$ cat src/source/mem_system_defines.svh
// Widths and geometry for the whole memory system; the tag, index and word fields must sum to the address width
`ifndef MEM_SYSTEM_DEFINES_SVH
`define MEM_SYSTEM_DEFINES_SVH

////////////////////////////////////////////////////////////////////////////
// Address and data
////////////////////////////////////////////////////////////////////////////
`define MS_ADDR_W 16
`define MS_DATA_W 16

// Byte address split, bit 0 unused
`define MS_TAG_W 5
`define MS_INDEX_W 8
`define MS_WORDS_PER_LINE 4

////////////////////////////////////////////////////////////////////////////
// Main memory banks
////////////////////////////////////////////////////////////////////////////
// Accept to completion, in cycles
`define MS_BANK_LATENCY 3
// Word address inside one bank
`define MS_BANK_DEPTH_W 13

`endif
$ cat src/source/mem_pkg.sv
// Main memory types; the bank count follows the line width so one line spans every bank once
`include "mem_system_defines.svh"

package mem_pkg;

   // Bank operation
   typedef enum logic {
      bank_read  = 1'b0,
      bank_write = 1'b1
   } bank_op_t;

   // One bank per word slot of a line
   localparam int NUM_BANKS = `MS_WORDS_PER_LINE;

endpackage

$ cat src/source/bank_merge.sv
// Fixed priority, lowest bank first; the winner is acknowledged in the same cycle
`timescale 1ns/10ps
`include "mem_system_defines.svh"

module bank_merge
   import mem_pkg::*;
(
   input  logic [NUM_BANKS-1:0]         rd_done,
   input  logic [`MS_DATA_W-1:0]        rd_data [NUM_BANKS],
   output logic [NUM_BANKS-1:0]         rd_taken,
   output logic                         fill_valid,
   output logic [$clog2(NUM_BANKS)-1:0] fill_slot,
   output logic [`MS_DATA_W-1:0]        fill_data
);

   localparam int SEL_W = $clog2(NUM_BANKS);

   // Scan downwards so the lowest done bank wins
   always_comb begin
      fill_slot = '0;
      for (int b = NUM_BANKS - 1; b >= 0; b--) begin
         if (rd_done[b])
            fill_slot = SEL_W'(b);
      end
   end

   assign fill_valid = |rd_done;
   assign fill_data  = rd_data[fill_slot];
   // Losers keep their done until picked
   assign rd_taken   = fill_valid ? (NUM_BANKS'(1) << fill_slot) : '0;

endmodule

$ cat config.mk
export PLATFORM = sky130hd
export DESIGN_NAME = bank_merge
export DESIGN_NICKNAME = d
export VERILOG_FILES = /design/src/source/mem_pkg.sv /design/src/source/bank_merge.sv
export VERILOG_INCLUDE_DIRS = /design/src /design/src/source
export SDC_FILE = /design/constraint.sdc
export NUM_CORES = 1
export LEC_CHECK = 0
export BUFFER_PORTS_ARGS = -buffer_cell sky130_fd_sc_hd__buf_2
export CAP_MARGIN = 10
export CORE_MARGIN = 8
export CORE_UTILIZATION = 30
export DETAILED_ROUTE_END_ITERATION = 8
export PLACE_DENSITY = 0.9
export SLEW_MARGIN = 20
export SYNTH_ARGS = -nofsm -noshare
export SYNTH_HDL_FRONTEND = slang
export SYNTH_SLANG_ARGS = --single-unit
$ cat constraint.sdc
create_clock -name vclk -period 2.9
set_input_delay 0.58 -clock vclk [all_inputs]
set_output_delay 0.58 -clock vclk [all_outputs]
set_load 0.005 [all_outputs]
==> metrics <==
HP Class in -> out; crit-path max FO 17; Hold Vio Cnt, Final 0; unrepaired setup endpoints after global routing false; Ys Warns 0; DR vias around 720; DRT iter0 DRCs 13; hold_sp rd_done[0]; max_cap viols 0; leading area contributor after synthesis mux4_2; sequential cell count 0; Wirelength per Cell about 22 um; first-pass GRT wire length ~4.1 mm; largest net degree at the start of global routing 18; Crit Path Category in -> out; cell depth of the worst min-delay path 2; Seq/Total Area, Yosys 0%; ranking of synthesized cells by area mux4_2 (41%), mux4_1 (37%), buf_12 (4.1%); Post-Synthesis Cells 29; Period minus WS final 2.48 ns; Final Cycle Share about 86%; XOR/XNOR share of the synthesized area 0%; post-synthesis adder-cell area fraction 0%; Global Route Usage Sum between 10% and 20%; final setup fails 0; post-synthesis net count 97; Post-CTS Hold Buffers 0; drc violations 0; combinational family with the most area after synthesis multiplexers; Initial Utilization approximately 32%; Worst setup SP type input pin; Post-layout nets about 190; Seq. cell area 0 um^2; Crit. End Element output pin; port bufs slightly above 90; Arrival @ worst endpoint roughly 1.9 ns; die area 0.00319 mm^2; final WL between 2 and 3 mm; Cell Area, Synth ~490 um^2; area grow syn2layout 94.4%; Synth cell types 14; Required @ worst endpoint around 2.3 ns; Hold EP rd_taken[0]; vias in the first global route between 700 and 800; RePlAce Congestion ~0.72; fill count approximately 140; commonest non-fill, non-tap cell in the layout buf_2; clock buffers 0; Worst Tran Pin Value ~0.23 ns; post-synthesis simple-gate area fraction 10.4%; grt ovf 0; fin. max-slew vios 0; DRT Pass-1 Iters 4; Yosys top cell area share between 40% and 50%; initial antenna violation count 0; final setup TNS 0 ns; CP max stage cell mux4_1; Detailed Place HPWL approximately 2.7 mm; Chip Width around 56 um; antenna-violating nets left 0; mux cell area share after synthesis 78.6%; power per cell area 152 mW/mm^2; CP most frequent cell buf_2; CP max stage delay about 0.58 ns; vias per cell around 5.4; layout cells sized above 1 between 80% and 90%; Rows 14; status complete, no violations; fin cells 134; number of top-level pins 91; Cells after DPL roughly 130; Compound-Gate Fraction of Synth Area 1.53%; Worst slew margin 84.2%; number of inserted diodes 0; Achievable Freq between 400 and 500 MHz; most frequent cells in the layout buf_2 (91), mux4_2 (9), mux4_1 (7); core box area 0.00152 mm^2; worst vdd ir 73.7 uV; Leakage around 0.53 nW; syn avg cell area around 17 um^2; post-CTS setup buffer count 0; die height about 56 um; cts repair resizes 0; CP cell instances buf_2, nor2b_1, o21bai_2, buf_12, mux4_1, buf_2
==> cells in the mapped netlist <==
cell,n
nor3_2,1
nor2b_1,2
inv_1,1
nor3b_1,1
nor2_1,1
o21bai_1,1
or4_2,1
mux4_1,7
nor4b_1,1
buf_4,1
buf_12,1
clkbuf_1,1
mux4_2,9
buf_6,1
==> layout make-up <==
class                      instances  area (um^2)  share of cell area [%]
inverter                           1         3.75                   0.393
multi-input combinational         24          449                    47.0
tap                               16         20.0                    2.09
timing repair buffer              93          483                    50.5
==> stage by stage <==
| step | instance area [um^2] | hold WS, ns | setup WS, ns | power, W | utilization (%) |
|---|---|---|---|---|---|
| 2_1_floorplan | 492 | 1.19 | 0.692 | 0.0000679 | - |
| 3_3_place_gp | 956 | 1.42 | 0.464 | 0.000139 | 62.7 |
| 3_5_place_dp | 956 | 1.43 | 0.407 | 0.000147 | 62.7 |
| 4_1_cts | 956 | 1.43 | 0.405 | 0.000147 | 62.7 |
| 5_1_grt | 956 | 1.44 | 0.365 | 0.000156 | 62.7 |
| 6_report | 956 | 1.43 | 0.420 | 0.000146 | 62.7 |
==> kinds of logic after synthesis <==
kind of cell / Yosys count
mux: 16
simple gates: 7
buf+inv: 5
compound gates: 1
==> power by group <==
part,total [W],switching (W),internal (W)
combinational,0.000146,0.0000512,0.0000943
sequential,0,0,0
clock,0,0,0
==> layer usage <==
layer / track usage (%) / part of all wire [%]
met4: 0 / 0.24
met5: 0 / 0
met3: 7.64 / 13
met1: 14.8 / 32
met2: 30.7 / 55
==> how the worst max path moves through the flow <==
stage / start / end / slack, ns / cells past startpoint
floorplan: rd_done[3] / fill_data[10] / 0.69 / 5
global placement: rd_done[3] / fill_data[15] / 0.46 / 6
detailed placement: rd_done[3] / fill_data[5] / 0.41 / 6
CTS: rd_done[3] / fill_data[5] / 0.41 / 6
global route: rd_done[3] / fill_data[0] / 0.36 / 6
finish: rd_done[3] / fill_data[5] / 0.42 / 6
==> worst max-delay path, delay by kind of cell <==
family / cells / cell delay, ns
AOI/OAI and AO/OA: 1 / 0.15
buffers and inverters: 3 / 0.45
muxes: 1 / 0.58
and+or+nand+nor: 1 / 0.13
Power figures use the tool's default switching activity.
