--- src/source/mem_system_defines.svh ---
// Widths and geometry for the whole memory system; the tag, index and word fields must sum to the address width
`ifndef MEM_SYSTEM_DEFINES_SVH
`define MEM_SYSTEM_DEFINES_SVH

////////////////////////////////////////////////////////////////////////////
// Address and data
////////////////////////////////////////////////////////////////////////////
`define MS_ADDR_W 16
`define MS_DATA_W 16

// Byte address split, bit 0 unused
`define MS_TAG_W 5
`define MS_INDEX_W 8
`define MS_WORDS_PER_LINE 4

////////////////////////////////////////////////////////////////////////////
// Main memory banks
////////////////////////////////////////////////////////////////////////////
// Accept to completion, in cycles
`define MS_BANK_LATENCY 3
// Word address inside one bank
`define MS_BANK_DEPTH_W 13

`endif
--- src/source/cache_pkg.sv ---
// CPU opcode and cache controller state types; state encodings carry no meaning outside the controller
`include "mem_system_defines.svh"

package cache_pkg;

   // CPU request opcode
   typedef enum logic {
      op_read  = 1'b0,
      op_write = 1'b1
   } cpu_op_t;

   // Controller states
   typedef enum logic [2:0] {
      st_idle,
      // Tag compare on the captured request
      st_lookup,
      st_hit_resp,
      // Dirty victim back to memory
      st_evict,
      // Line reads and fills
      st_refill,
      st_finish,
      st_miss_resp
   } ctrl_state_t;

endpackage

--- src/source/mem_pkg.sv ---
// Main memory types; the bank count follows the line width so one line spans every bank once
`include "mem_system_defines.svh"

package mem_pkg;

   // Bank operation
   typedef enum logic {
      bank_read  = 1'b0,
      bank_write = 1'b1
   } bank_op_t;

   // One bank per word slot of a line
   localparam int NUM_BANKS = `MS_WORDS_PER_LINE;

endpackage

--- src/source/cache_ctrl.sv ---
// One request in flight; a dirty victim is fully written back before any refill read is issued
`timescale 1ns/10ps
`include "mem_system_defines.svh"

module cache_ctrl
   import cache_pkg::*;
   import mem_pkg::*;
(
   input  logic                                  clk,
   input  logic                                  rst_n,
   // CPU port
   input  logic                                  req_valid,
   input  cpu_op_t                               req_op,
   input  logic [`MS_ADDR_W-1:0]                 req_addr,
   input  logic [`MS_DATA_W-1:0]                 req_wdata,
   output logic                                  req_ready,
   output logic                                  resp_valid,
   output logic [`MS_DATA_W-1:0]                 resp_rdata,
   output logic                                  resp_hit,
   // Memory request
   output logic                                  mreq_valid,
   output bank_op_t                              mreq_op,
   output logic [`MS_ADDR_W-1:0]                 mreq_addr,
   output logic [`MS_DATA_W-1:0]                 mreq_wdata,
   input  logic                                  mreq_ready,
   // Memory read return
   input  logic                                  fill_valid,
   input  logic [$clog2(`MS_WORDS_PER_LINE)-1:0] fill_slot,
   input  logic [`MS_DATA_W-1:0]                 fill_data,
   // Cache array
   output logic [`MS_INDEX_W-1:0]                arr_index,
   output logic [$clog2(`MS_WORDS_PER_LINE)-1:0] arr_word,
   output logic [`MS_DATA_W-1:0]                 arr_wdata,
   output logic                                  arr_we,
   output logic                                  arr_tag_we,
   output logic [`MS_TAG_W-1:0]                  arr_new_tag,
   output logic                                  arr_set_dirty,
   input  logic [`MS_DATA_W-1:0]                 arr_rdata,
   input  logic [`MS_TAG_W-1:0]                  arr_tag,
   input  logic                                  arr_valid,
   input  logic                                  arr_dirty
);

   localparam int WORD_W = $clog2(`MS_WORDS_PER_LINE);

   ctrl_state_t state_q;
   ctrl_state_t state_d;

   // Captured request
   cpu_op_t                op_q;
   logic [`MS_TAG_W-1:0]   tag_q;
   logic [`MS_INDEX_W-1:0] index_q;
   logic [WORD_W-1:0]      word_q;
   logic [`MS_DATA_W-1:0]  wdata_q;
   logic [`MS_DATA_W-1:0]  rdata_q;

   // Line walk, shared by write-back and refill
   logic [WORD_W-1:0]      issue_cnt_q;
   logic                   issue_done_q;
   logic [WORD_W-1:0]      fill_cnt_q;

   logic                   hit;
   logic                   last_fill;
   logic                   mreq_fire;

   assign hit       = arr_valid && (arr_tag == tag_q);
   assign last_fill = fill_valid && (fill_cnt_q == WORD_W'(`MS_WORDS_PER_LINE - 1));
   assign mreq_fire = mreq_valid && mreq_ready;
   assign req_ready = (state_q == st_idle);

   ////////////////////////////////////////////////////////////////////////////
   // Next state
   ////////////////////////////////////////////////////////////////////////////
   always_comb begin
      state_d = state_q;
      case (state_q)
         st_idle:
            if (req_valid)
               state_d = st_lookup;
         st_lookup:
            if (hit)
               state_d = st_hit_resp;
            else if (arr_valid && arr_dirty)
               state_d = st_evict;
            else
               state_d = st_refill;
         // Last victim word accepted
         st_evict:
            if (mreq_fire && issue_cnt_q == '1)
               state_d = st_refill;
         st_refill:
            if (last_fill)
               state_d = st_finish;
         st_finish:
            state_d = st_miss_resp;
         default:
            state_d = st_idle;
      endcase
   end

   // Memory requests, victim under the tag still in the array
   always_comb begin
      mreq_valid = 1'b0;
      mreq_op    = bank_read;
      mreq_addr  = {tag_q, index_q, issue_cnt_q, 1'b0};
      mreq_wdata = arr_rdata;
      if (state_q == st_evict) begin
         mreq_valid = 1'b1;
         mreq_op    = bank_write;
         mreq_addr  = {arr_tag, index_q, issue_cnt_q, 1'b0};
      end else if (state_q == st_refill) begin
         mreq_valid = !issue_done_q;
      end
   end

   // Array access per state
   always_comb begin
      arr_index     = index_q;
      arr_word      = word_q;
      arr_wdata     = wdata_q;
      arr_we        = 1'b0;
      arr_tag_we    = 1'b0;
      arr_new_tag   = tag_q;
      arr_set_dirty = 1'b0;
      case (state_q)
         st_evict:
            arr_word = issue_cnt_q;
         // Fills land in their own slot, tag with the last
         st_refill: begin
            arr_word   = fill_slot;
            arr_wdata  = fill_data;
            arr_we     = fill_valid;
            arr_tag_we = last_fill;
         end
         // Pending CPU write marks the line dirty
         st_hit_resp, st_finish: begin
            arr_we        = (op_q == op_write);
            arr_set_dirty = 1'b1;
         end
         default: begin
            arr_we = 1'b0;
         end
      endcase
   end

   // Response, read data zero for writes
   always_comb begin
      resp_valid = (state_q == st_hit_resp) || (state_q == st_miss_resp);
      resp_hit   = (state_q == st_hit_resp);
      resp_rdata = '0;
      if (resp_valid && op_q == op_read)
         resp_rdata = resp_hit ? arr_rdata : rdata_q;
   end

   ////////////////////////////////////////////////////////////////////////////
   // Registers
   ////////////////////////////////////////////////////////////////////////////
   always_ff @(posedge clk) begin
      if (!rst_n) begin
         state_q      <= st_idle;
         issue_cnt_q  <= '0;
         issue_done_q <= 1'b0;
         fill_cnt_q   <= '0;
      end else begin
         state_q <= state_d;
         if (state_q == st_lookup) begin
            issue_cnt_q  <= '0;
            issue_done_q <= 1'b0;
            fill_cnt_q   <= '0;
         end
         // Counter wraps to zero between write-back and refill
         if (mreq_fire) begin
            issue_cnt_q <= issue_cnt_q + 1'b1;
            if (state_q == st_refill && issue_cnt_q == '1)
               issue_done_q <= 1'b1;
         end
         if (state_q == st_refill && fill_valid)
            fill_cnt_q <= fill_cnt_q + 1'b1;
      end
   end

   always_ff @(posedge clk) begin
      if (req_valid && req_ready) begin
         op_q    <= req_op;
         tag_q   <= req_addr[`MS_ADDR_W-1 -: `MS_TAG_W];
         index_q <= req_addr[WORD_W+1 +: `MS_INDEX_W];
         word_q  <= req_addr[1 +: WORD_W];
         wdata_q <= req_wdata;
      end
      // Requested word once the line is in place
      if (state_q == st_finish)
         rdata_q <= arr_rdata;
   end

endmodule

--- config.mk ---
export PLATFORM = sky130hd
export DESIGN_NAME = cache_ctrl
export DESIGN_NICKNAME = d
export VERILOG_FILES = /design/src/source/cache_pkg.sv /design/src/source/mem_pkg.sv /design/src/source/cache_ctrl.sv
export VERILOG_INCLUDE_DIRS = /design/src /design/src/source
export SDC_FILE = /design/constraint.sdc
export NUM_CORES = 1
export LEC_CHECK = 0
export BUFFER_PORTS_ARGS = -buffer_cell sky130_fd_sc_hd__buf_2
export CAP_MARGIN = 10
export CORE_ASPECT_RATIO = 1.4
export CORE_MARGIN = 5
export CORE_UTILIZATION = 47
export CTS_CLUSTER_DIAMETER = 30
export CTS_CLUSTER_SIZE = 25
export DETAILED_ROUTE_END_ITERATION = 16
export GPL_TIMING_DRIVEN = 0
export MAX_ROUTING_LAYER = met4
export PLACE_DENSITY_LB_ADDON = 0.12
export SLEW_MARGIN = 20
export SYNTH_ARGS = -nofsm -noshare
export SYNTH_HDL_FRONTEND = slang
export SYNTH_SLANG_ARGS = --single-unit
--- constraint.sdc ---
create_clock -name clk -period 3.4 [get_ports clk]
set_input_delay 0.17 -clock clk [delete_from_list [all_inputs] [get_ports clk]]
set_output_delay 0.17 -clock clk [all_outputs]
set_load 0.02 [all_outputs]
==> reports/qor.log, run 1 <==
[outcome] result of the run completed
[cts] source-to-sink clock delay at the later pin of the worst-skew pair 300 ps
[synth] count of flip-flops with a built-in enable after synthesis 48
[setup_path] Crit Reg-Reg Endpoint rdata_q[12]
[synth] total of warnings raised by yosys 0
[cts] CTS tree done
[layout] total of fill cells in the finished design 513
[route] DRC Markers 0
[floorplan] starting density of the core 48.3%
[synth] number of instances in the synthesized netlist 263
[timing] final hold vios 0
[grt] met2 Usage GRT 35.6%
[min_path] hold-critical path depth 1
[synth] post-synthesis instance area 2830 µm²
[setup_path] FF-to-FF path depth 3
[synth] mean instance size in the synthesized netlist 10.8 µm²
[layout] most common cell after layout, fill and taps aside sky130_fd_sc_hd__buf_2
[power] maximum resistive drop on vdd 0.000395 V
[timing] Worst Setup Slack, final 1180 ps
[cts] CTS H-tree lvls 2
[floorplan] die height 102 µm
[grt] highest-utilization routing layer at the global route stage met2
[floorplan] total die area 7700 µm²
[grt] initial antenna violation count 0
[setup_path] start of the worst register-to-register path state_q[2]
[synth] Synthesized Nets 344
[placed_design] final weighted congestion of routability-driven global placement 0.877
[route] Routed wire per std cell 14.8 µm
[min_path] Worst Hold End op_q
[placed_design] post-detailed-placement cell area 3760 µm²
[cts] clock slew at reported path FFs 100 ps
[setup_path] worst-path cell chain buf_2 -> and2b_4 -> and2_1 -> or2_1 -> buf_2
[layout] proportion of layout cells with a drive suffix above 1 49.7%
[timing] period utilisation layout 65.3%
[floorplan] site row count 33
[cts] number of buffers created by CTS 5
[floorplan] core area 5860 µm²
[power] power per cell area 649 nW/µm²
[layout] Multi-input gate area 955 µm²
[layout] ANT cells 0
[cts] buffers inserted during post-CTS setup optimization 0
[placed_design] instance count after placement with tap cells included 497
[synth] Post-synth ARST share 0%
[route] Vias/cell 4.94
[setup_path] cell with the biggest individual delay on the critical path sky130_fd_sc_hd__and2_1
[cts] CTS hold repair buffers 0
[timing] setup repair after global routing missed its margin no
[setup_path] Critical Path RT 3230 ps
[cts] deepest clock path buffer count 2
[timing] setup TNS after final layout 0 ps
[synth] number of distinct standard cells referenced by the synthesized netlist 42
[layout] most frequent cells in the layout sky130_fd_sc_hd__buf_2, sky130_fd_sc_hd__nand2_1, sky130_fd_sc_hd__edfxtp_1, sky130_fd_sc_hd__buf_4, sky130_fd_sc_hd__nor2_1
[timing] fin crit period 2220 ps
[job] count of max-cap constraint violations 0
[setup_path] most prevalent standard cell on the critical path sky130_fd_sc_hd__buf_2
[route] violation count after the first detailed-routing iteration 75
[timing] fmax 450 MHz
[floorplan] overall die width 75.6 µm
[setup_path] Worst EP arrival 2050 ps
[synth] number of storage elements in the synthesis netlist 56
[power] total power 2.51 mW
[timing] final clock skew 7.26 ps
[route] antenna viol nets, final 0
[synth] ys flop type sky130_fd_sc_hd__edfxtp_1
[setup_path] flop-to-flop setup slack 1620 ps
[route] count of TritonRoute iterations in the first routing pass 4
[grt] met1 usage in global routing 22.9%
[cts] Num Clock Sinks 56
[layout] register area 1600 µm²
[setup_path] Setup Crit Path Kind flop to output port
[grt] number of global-route vias before repair 2,489
[placed_design] post-place setup slack 1510 ps
[grt] met3 track demand over resource in global routing 3.15%
[setup_path] CP bufs+invs 2
[layout] final cell area excluding filler cells 3860 µm²
[timing] total of endpoints with negative setup slack in the final report 0
[layout] Synth-to-Final Area Change 36.4%
[route] routed wire length 7.49 mm
[layout] final net count 515
[cts] buffer cell driving the clock tree root sky130_fd_sc_hd__clkbuf_8
[grt] overflow left after global routing 0
[timing] worst slew slack as a fraction of its limit 46.6%
[min_path] beginning of the worst hold path req_op
[placed_design] buffers added on ports 163
[setup_path] kind of cell adding the most delay to the critical path simple AND/OR/NAND/NOR gates
[min_path] min-delay worst type input port to flop
[placed_design] estimated wirelength of the detail-placed design 5.94 mm
[layout] final cell count without fillers 505
[synth] share of synthesized area occupied by flip-flops and latches 56.5%
[grt] GRT Util Overall 20.1%
[grt] first-pass GRT wire length 11.5 mm
[setup_path] launching element type of the critical path flop
[timing] WHS 33.3 ps
[setup_path] maximum fanout along the worst path 17
[cts] number of gates given a new drive strength after cts 0
[timing] slew of the pin with the lowest slew margin 800 ps
[grt] largest net degree at the start of global routing 29
[setup_path] kind of end point of the critical path output port
[power] Leakage 1.91 nW
[floorplan] number of top-level pins 166
[timing] final count of pins violating max slew 0
[route] via count 2,494
[setup_path] delay contributed by the slowest stage of the critical path 660 ps
[layout] final design utilization 65.9%
## per-layer routing
metal | share of wire, % | wire length, µm
met1 | 38 | 2860
met2 | 54 | 4050
met3 | 6.3 | 468
met4 | 1.4 | 106
met5 | 0 | 0
## worst max-delay path by stage
stage / start / endpoint / slack [ps] / cells after the start
4_1_cts: state_q[2] / arr_set_dirty / 1120 / 5
6_report: state_q[2] / arr_set_dirty / 1180 / 5
5_1_grt: state_q[2] / arr_set_dirty / 990 / 5
3_3_place_gp: state_q[2] / wdata_q[9] / 960 / 4
3_5_place_dp: state_q[2] / arr_set_dirty / 1510 / 5
2_1_floorplan: state_q[0] / arr_index[0] / 1140 / 4
## report_power, final
part | switching [mW] | total, mW | internal (mW)
registers | 0.0524 | 0.947 | 0.894
logic | 0.700 | 1.13 | 0.434
clock network | 0.209 | 0.428 | 0.219
total | 0.962 | 2.51 | 1.55
## cell families after synthesis
kind of cell,count (synthesis),synth area share [%]
adder cells (fa/ha/maj),2,0.883
flip-flops,56,56.5
multiplexers,17,6.05
AND/OR/NAND/NOR,124,20.4
XOR/XNOR,5,1.55
AO/OA/AOI/OAI,19,4.68
other,1,0.132
buffers and inverters,39,9.81
## synthesized netlist by cell type (all sizes together), types with 3 or more instances
cell / count / share of area, %
edfxtp: 48 / 51
clkbuf: 3 / 0.40
or2: 3 / 0.75
o21ai: 5 / 0.88
a22o: 3 / 0.93
nor2: 23 / 3.1
and3: 3 / 0.66
buf: 35 / 9.3
mux2i: 16 / 5.7
and2: 3 / 0.66
dfxtp: 8 / 5.7
nand2b: 4 / 1.1
nand2: 69 / 9.1
xor2: 4 / 1.2
nand3: 9 / 1.6
## cell type report
cell class	count	share of cell area [%]
sequential	56	41.4
multi-input combinational	168	24.7
timing repair buffer	164	21.6
buffer	38	7.09
tap	70	2.27
clock buffer	6	1.88
clock inverter	2	0.906
inverter	1	0.0971
## state kept, by name, summed over array words and instances, names as in the netlist
| name | count |
|---|---|
| word_q | 2 |
| fill_cnt_q | 2 |
| issue_done_q | 1 |
| arr_index | 8 |
| wdata_q | 16 |
| rdata_q | 16 |
| arr_new_tag | 5 |
| issue_cnt_q | 2 |
| state_q | 3 |
| op_q | 1 |
(Power assumes the default switching activity.)
==> inputs of run 2 (changes only) <==
--- a/config.mk
+++ b/config.mk
@@ -10,7 +10,7 @@
 export CAP_MARGIN = 10
 export CORE_ASPECT_RATIO = 1.4
 export CORE_MARGIN = 5
-export CORE_UTILIZATION = 47
+export CORE_UTILIZATION = 40
 export CTS_CLUSTER_DIAMETER = 30
 export CTS_CLUSTER_SIZE = 25
 export DETAILED_ROUTE_END_ITERATION = 16
==> constraint.sdc (replaced) <==
create_clock -name clk -period 2 [get_ports clk]
set_input_delay 0.1 -clock clk [delete_from_list [all_inputs] [get_ports clk]]
set_output_delay 0.1 -clock clk [all_outputs]
set_load 0.02 [all_outputs]
==> run 2 against run 1 <==
Critical path depth unchanged. Global-route usage down 0.80 points. Cell count up 14%. Core utilization is 3.2 points lower. Combinational power up 78%. Register-to-register slack got worse by 1300 ps. First-iteration DRC count up 44%. Wire length increased by 8.5%. Critical path type unchanged. Largest cell class unchanged. Highest routed layer unchanged.
==> reports/qor.log, run 2 (synthesis gave the netlist of run 1 again) <==
[outcome] result of the run completed
[cts] CTS H-tree lvls 2 [unchanged]
[layout] final net count 562 [+9.1%]
[min_path] min-delay worst type input port to flop
[route] Routed wire per std cell 14.1 µm [-5.0%]
[route] antenna viol nets, final 0 [unchanged]
[power] power per cell area 984 nW/µm² [+52%]
[layout] most common cell after layout, fill and taps aside sky130_fd_sc_hd__buf_2
[setup_path] kind of end point of the critical path output port
[grt] largest net degree at the start of global routing 33 [+14%]
[cts] CTS tree done
[layout] proportion of layout cells with a drive suffix above 1 45.2% [-4.4 points]
[layout] Synth-to-Final Area Change 53.7%
[cts] number of buffers created by CTS 5 [unchanged]
[cts] deepest clock path buffer count 2 [unchanged]
[grt] number of global-route vias before repair 2,743 [+10%]
[setup_path] launching element type of the critical path flop
[grt] first-pass GRT wire length 13.0 mm [+13%]
[route] count of TritonRoute iterations in the first routing pass 4 [unchanged]
[route] routed wire length 8.12 mm [+8.5%]
[setup_path] CP bufs+invs 2 [unchanged]
[grt] overflow left after global routing 0 [unchanged]
[setup_path] kind of cell adding the most delay to the critical path simple AND/OR/NAND/NOR gates
[setup_path] Worst setup startpoint state_q[1]
[cts] source-to-sink clock delay at the later pin of the worst-skew pair 310 ps [about the same]
[timing] fmax 529 MHz
[power] maximum resistive drop on vdd 0.000605 V [+53%]
[power] Leakage 2.10 nW [+10%]
[floorplan] total die area 8890 µm² [+15%]
[setup_path] maximum fanout along the worst path 17 [unchanged]
[timing] Worst Setup Slack, final 111 ps [-1070 ps]
[cts] clock slew at reported path FFs 110 ps [about the same]
[floorplan] number of top-level pins 166 [unchanged]
[setup_path] Setup Crit Path Kind flop to output port
[timing] final count of pins violating max slew 0 [unchanged]
[timing] final hold vios 0 [unchanged]
[setup_path] start of the worst register-to-register path state_q[2]
[floorplan] core area 6940 µm² [+18%]
[setup_path] Critical Path RT 1900 ps [-1330 ps]
[placed_design] estimated wirelength of the detail-placed design 5.79 mm [-2.4%]
[timing] setup repair after global routing missed its margin no
[job] count of max-cap constraint violations 0 [unchanged]
[timing] WHS 115 ps [+82.0 ps]
[setup_path] worst-path cell chain buf_6 -> and2b_4 -> and2_2 -> or2_1 -> buf_2
[route] via count 2,690 [+7.9%]
[cts] buffers inserted during post-CTS setup optimization 0 [unchanged]
[route] DRC Markers 0 [unchanged]
[cts] buffer cell driving the clock tree root sky130_fd_sc_hd__clkbuf_8
[placed_design] buffers added on ports 163 [unchanged]
[timing] fin crit period 1890 ps
[grt] initial antenna violation count 0 [unchanged]
[grt] GRT Util Overall 19.3% [-0.80 points]
[setup_path] delay contributed by the slowest stage of the critical path 400 ps [-260 ps]
[timing] setup TNS after final layout 0 ps [unchanged]
[timing] period utilisation layout 94.5%
[setup_path] Worst EP arrival 1790 ps [-260 ps]
[setup_path] cell with the biggest individual delay on the critical path sky130_fd_sc_hd__and2_2
[floorplan] starting density of the core 40.8% [-7.5 points]
[route] violation count after the first detailed-routing iteration 108 [+44%]
[layout] most frequent cells in the layout sky130_fd_sc_hd__buf_2, sky130_fd_sc_hd__nand2_1, sky130_fd_sc_hd__edfxtp_1, sky130_fd_sc_hd__dlygate4sd3_1, sky130_fd_sc_hd__buf_4
[floorplan] site row count 36 [+9.1%]
[min_path] beginning of the worst hold path fill_valid
[layout] total of fill cells in the finished design 595 [+16%]
[floorplan] die height 110 µm [+7.6%]
[power] total power 4.28 mW [+71%]
[timing] final clock skew 3.90 ps [-3.36 ps]
[floorplan] overall die width 81.1 µm [+7.3%]
[cts] Num Clock Sinks 56 [unchanged]
[layout] ANT cells 0 [unchanged]
[placed_design] post-place setup slack 75.6 ps [-1430 ps]
[route] Vias/cell 4.66 [-5.6%]
[placed_design] final weighted congestion of routability-driven global placement 0.884 [+0.79%]
[timing] total of endpoints with negative setup slack in the final report 0 [unchanged]
-- run 2: cell types whose count changed in the layout (fill, tap and decap cells not counted), sizes merged --
cell and delta:
dlygate4sd3 +48, inv +2, bufinv -1, buf -3, clkbuf +1
-- run 2: path summary, 6_finish.rpt --
kind	to	slack (ps)	depth (start not counted)
setup / recovery	arr_set_dirty	110	5
setup reg to reg	arr_new_tag[2]	320	4
hold reg to reg	fill_cnt_q[1]	490	2
hold / removal	fill_cnt_q[1]	120	3
-- run 2: per-layer routing --
layer / global-route usage [%] / vias to the layer above / wire [µm] / part of all wire (%)
met3: 2.95 / 10 / 487 / 6.0
met1: 22.5 / 1253 / 3060 / 38
met2: 34.2 / 114 / 4460 / 55
met4: 5.80 / 0 / 114 / 1.4
met5: - / - / 0 / 0
li1: - / 1313 / - / -
-- run 2: worst min-delay path: stages --
cell                       delay [ps]
sky130_fd_sc_hd__buf_2            140
sky130_fd_sc_hd__nand3_1           80
sky130_fd_sc_hd__a21boi_1          60
-- run 2: area by class of cell --
type                       count  area (µm²)  share of cell area, %
timing repair buffer         211        1300                   29.8
tap                           95         119                   2.73
buffer                        38         280                   6.44
multi-input combinational    168         957                   22.0
clock inverter                 3        26.3                  0.604
clock buffer                   5        68.8                   1.58
inverter                       1        3.75                 0.0862
sequential                    56        1600                   36.8
-- run 2: metrics by stage --
step           cell area [µm²]  std cells  utilization, %
4_1_cts                   4350        577            62.7
3_5_place_dp              3770        521            54.3
6_report                  4350        577            62.8
2_1_floorplan             2830        263               -
5_1_grt                   4350        577            62.8
3_3_place_gp              3770        521            54.3
-- run 2: power by group --
part	total, mW	leakage (nW)	internal [mW]	switching (mW)
logic	2.01	1.54	0.786	1.22
registers	1.61	0.513	1.52	0.0884
clock network	0.663	0.0491	0.259	0.404
total	4.28	2.10	2.57	1.72
-- run 2: timing repair --
item	in CTS	in global routing
endpoints found under the setup margin	2	46
hold buffers	48	0
pin swaps	0	0
endpoints found under the hold margin	48	0
gates resized for setup	2	3
cloned	0	0
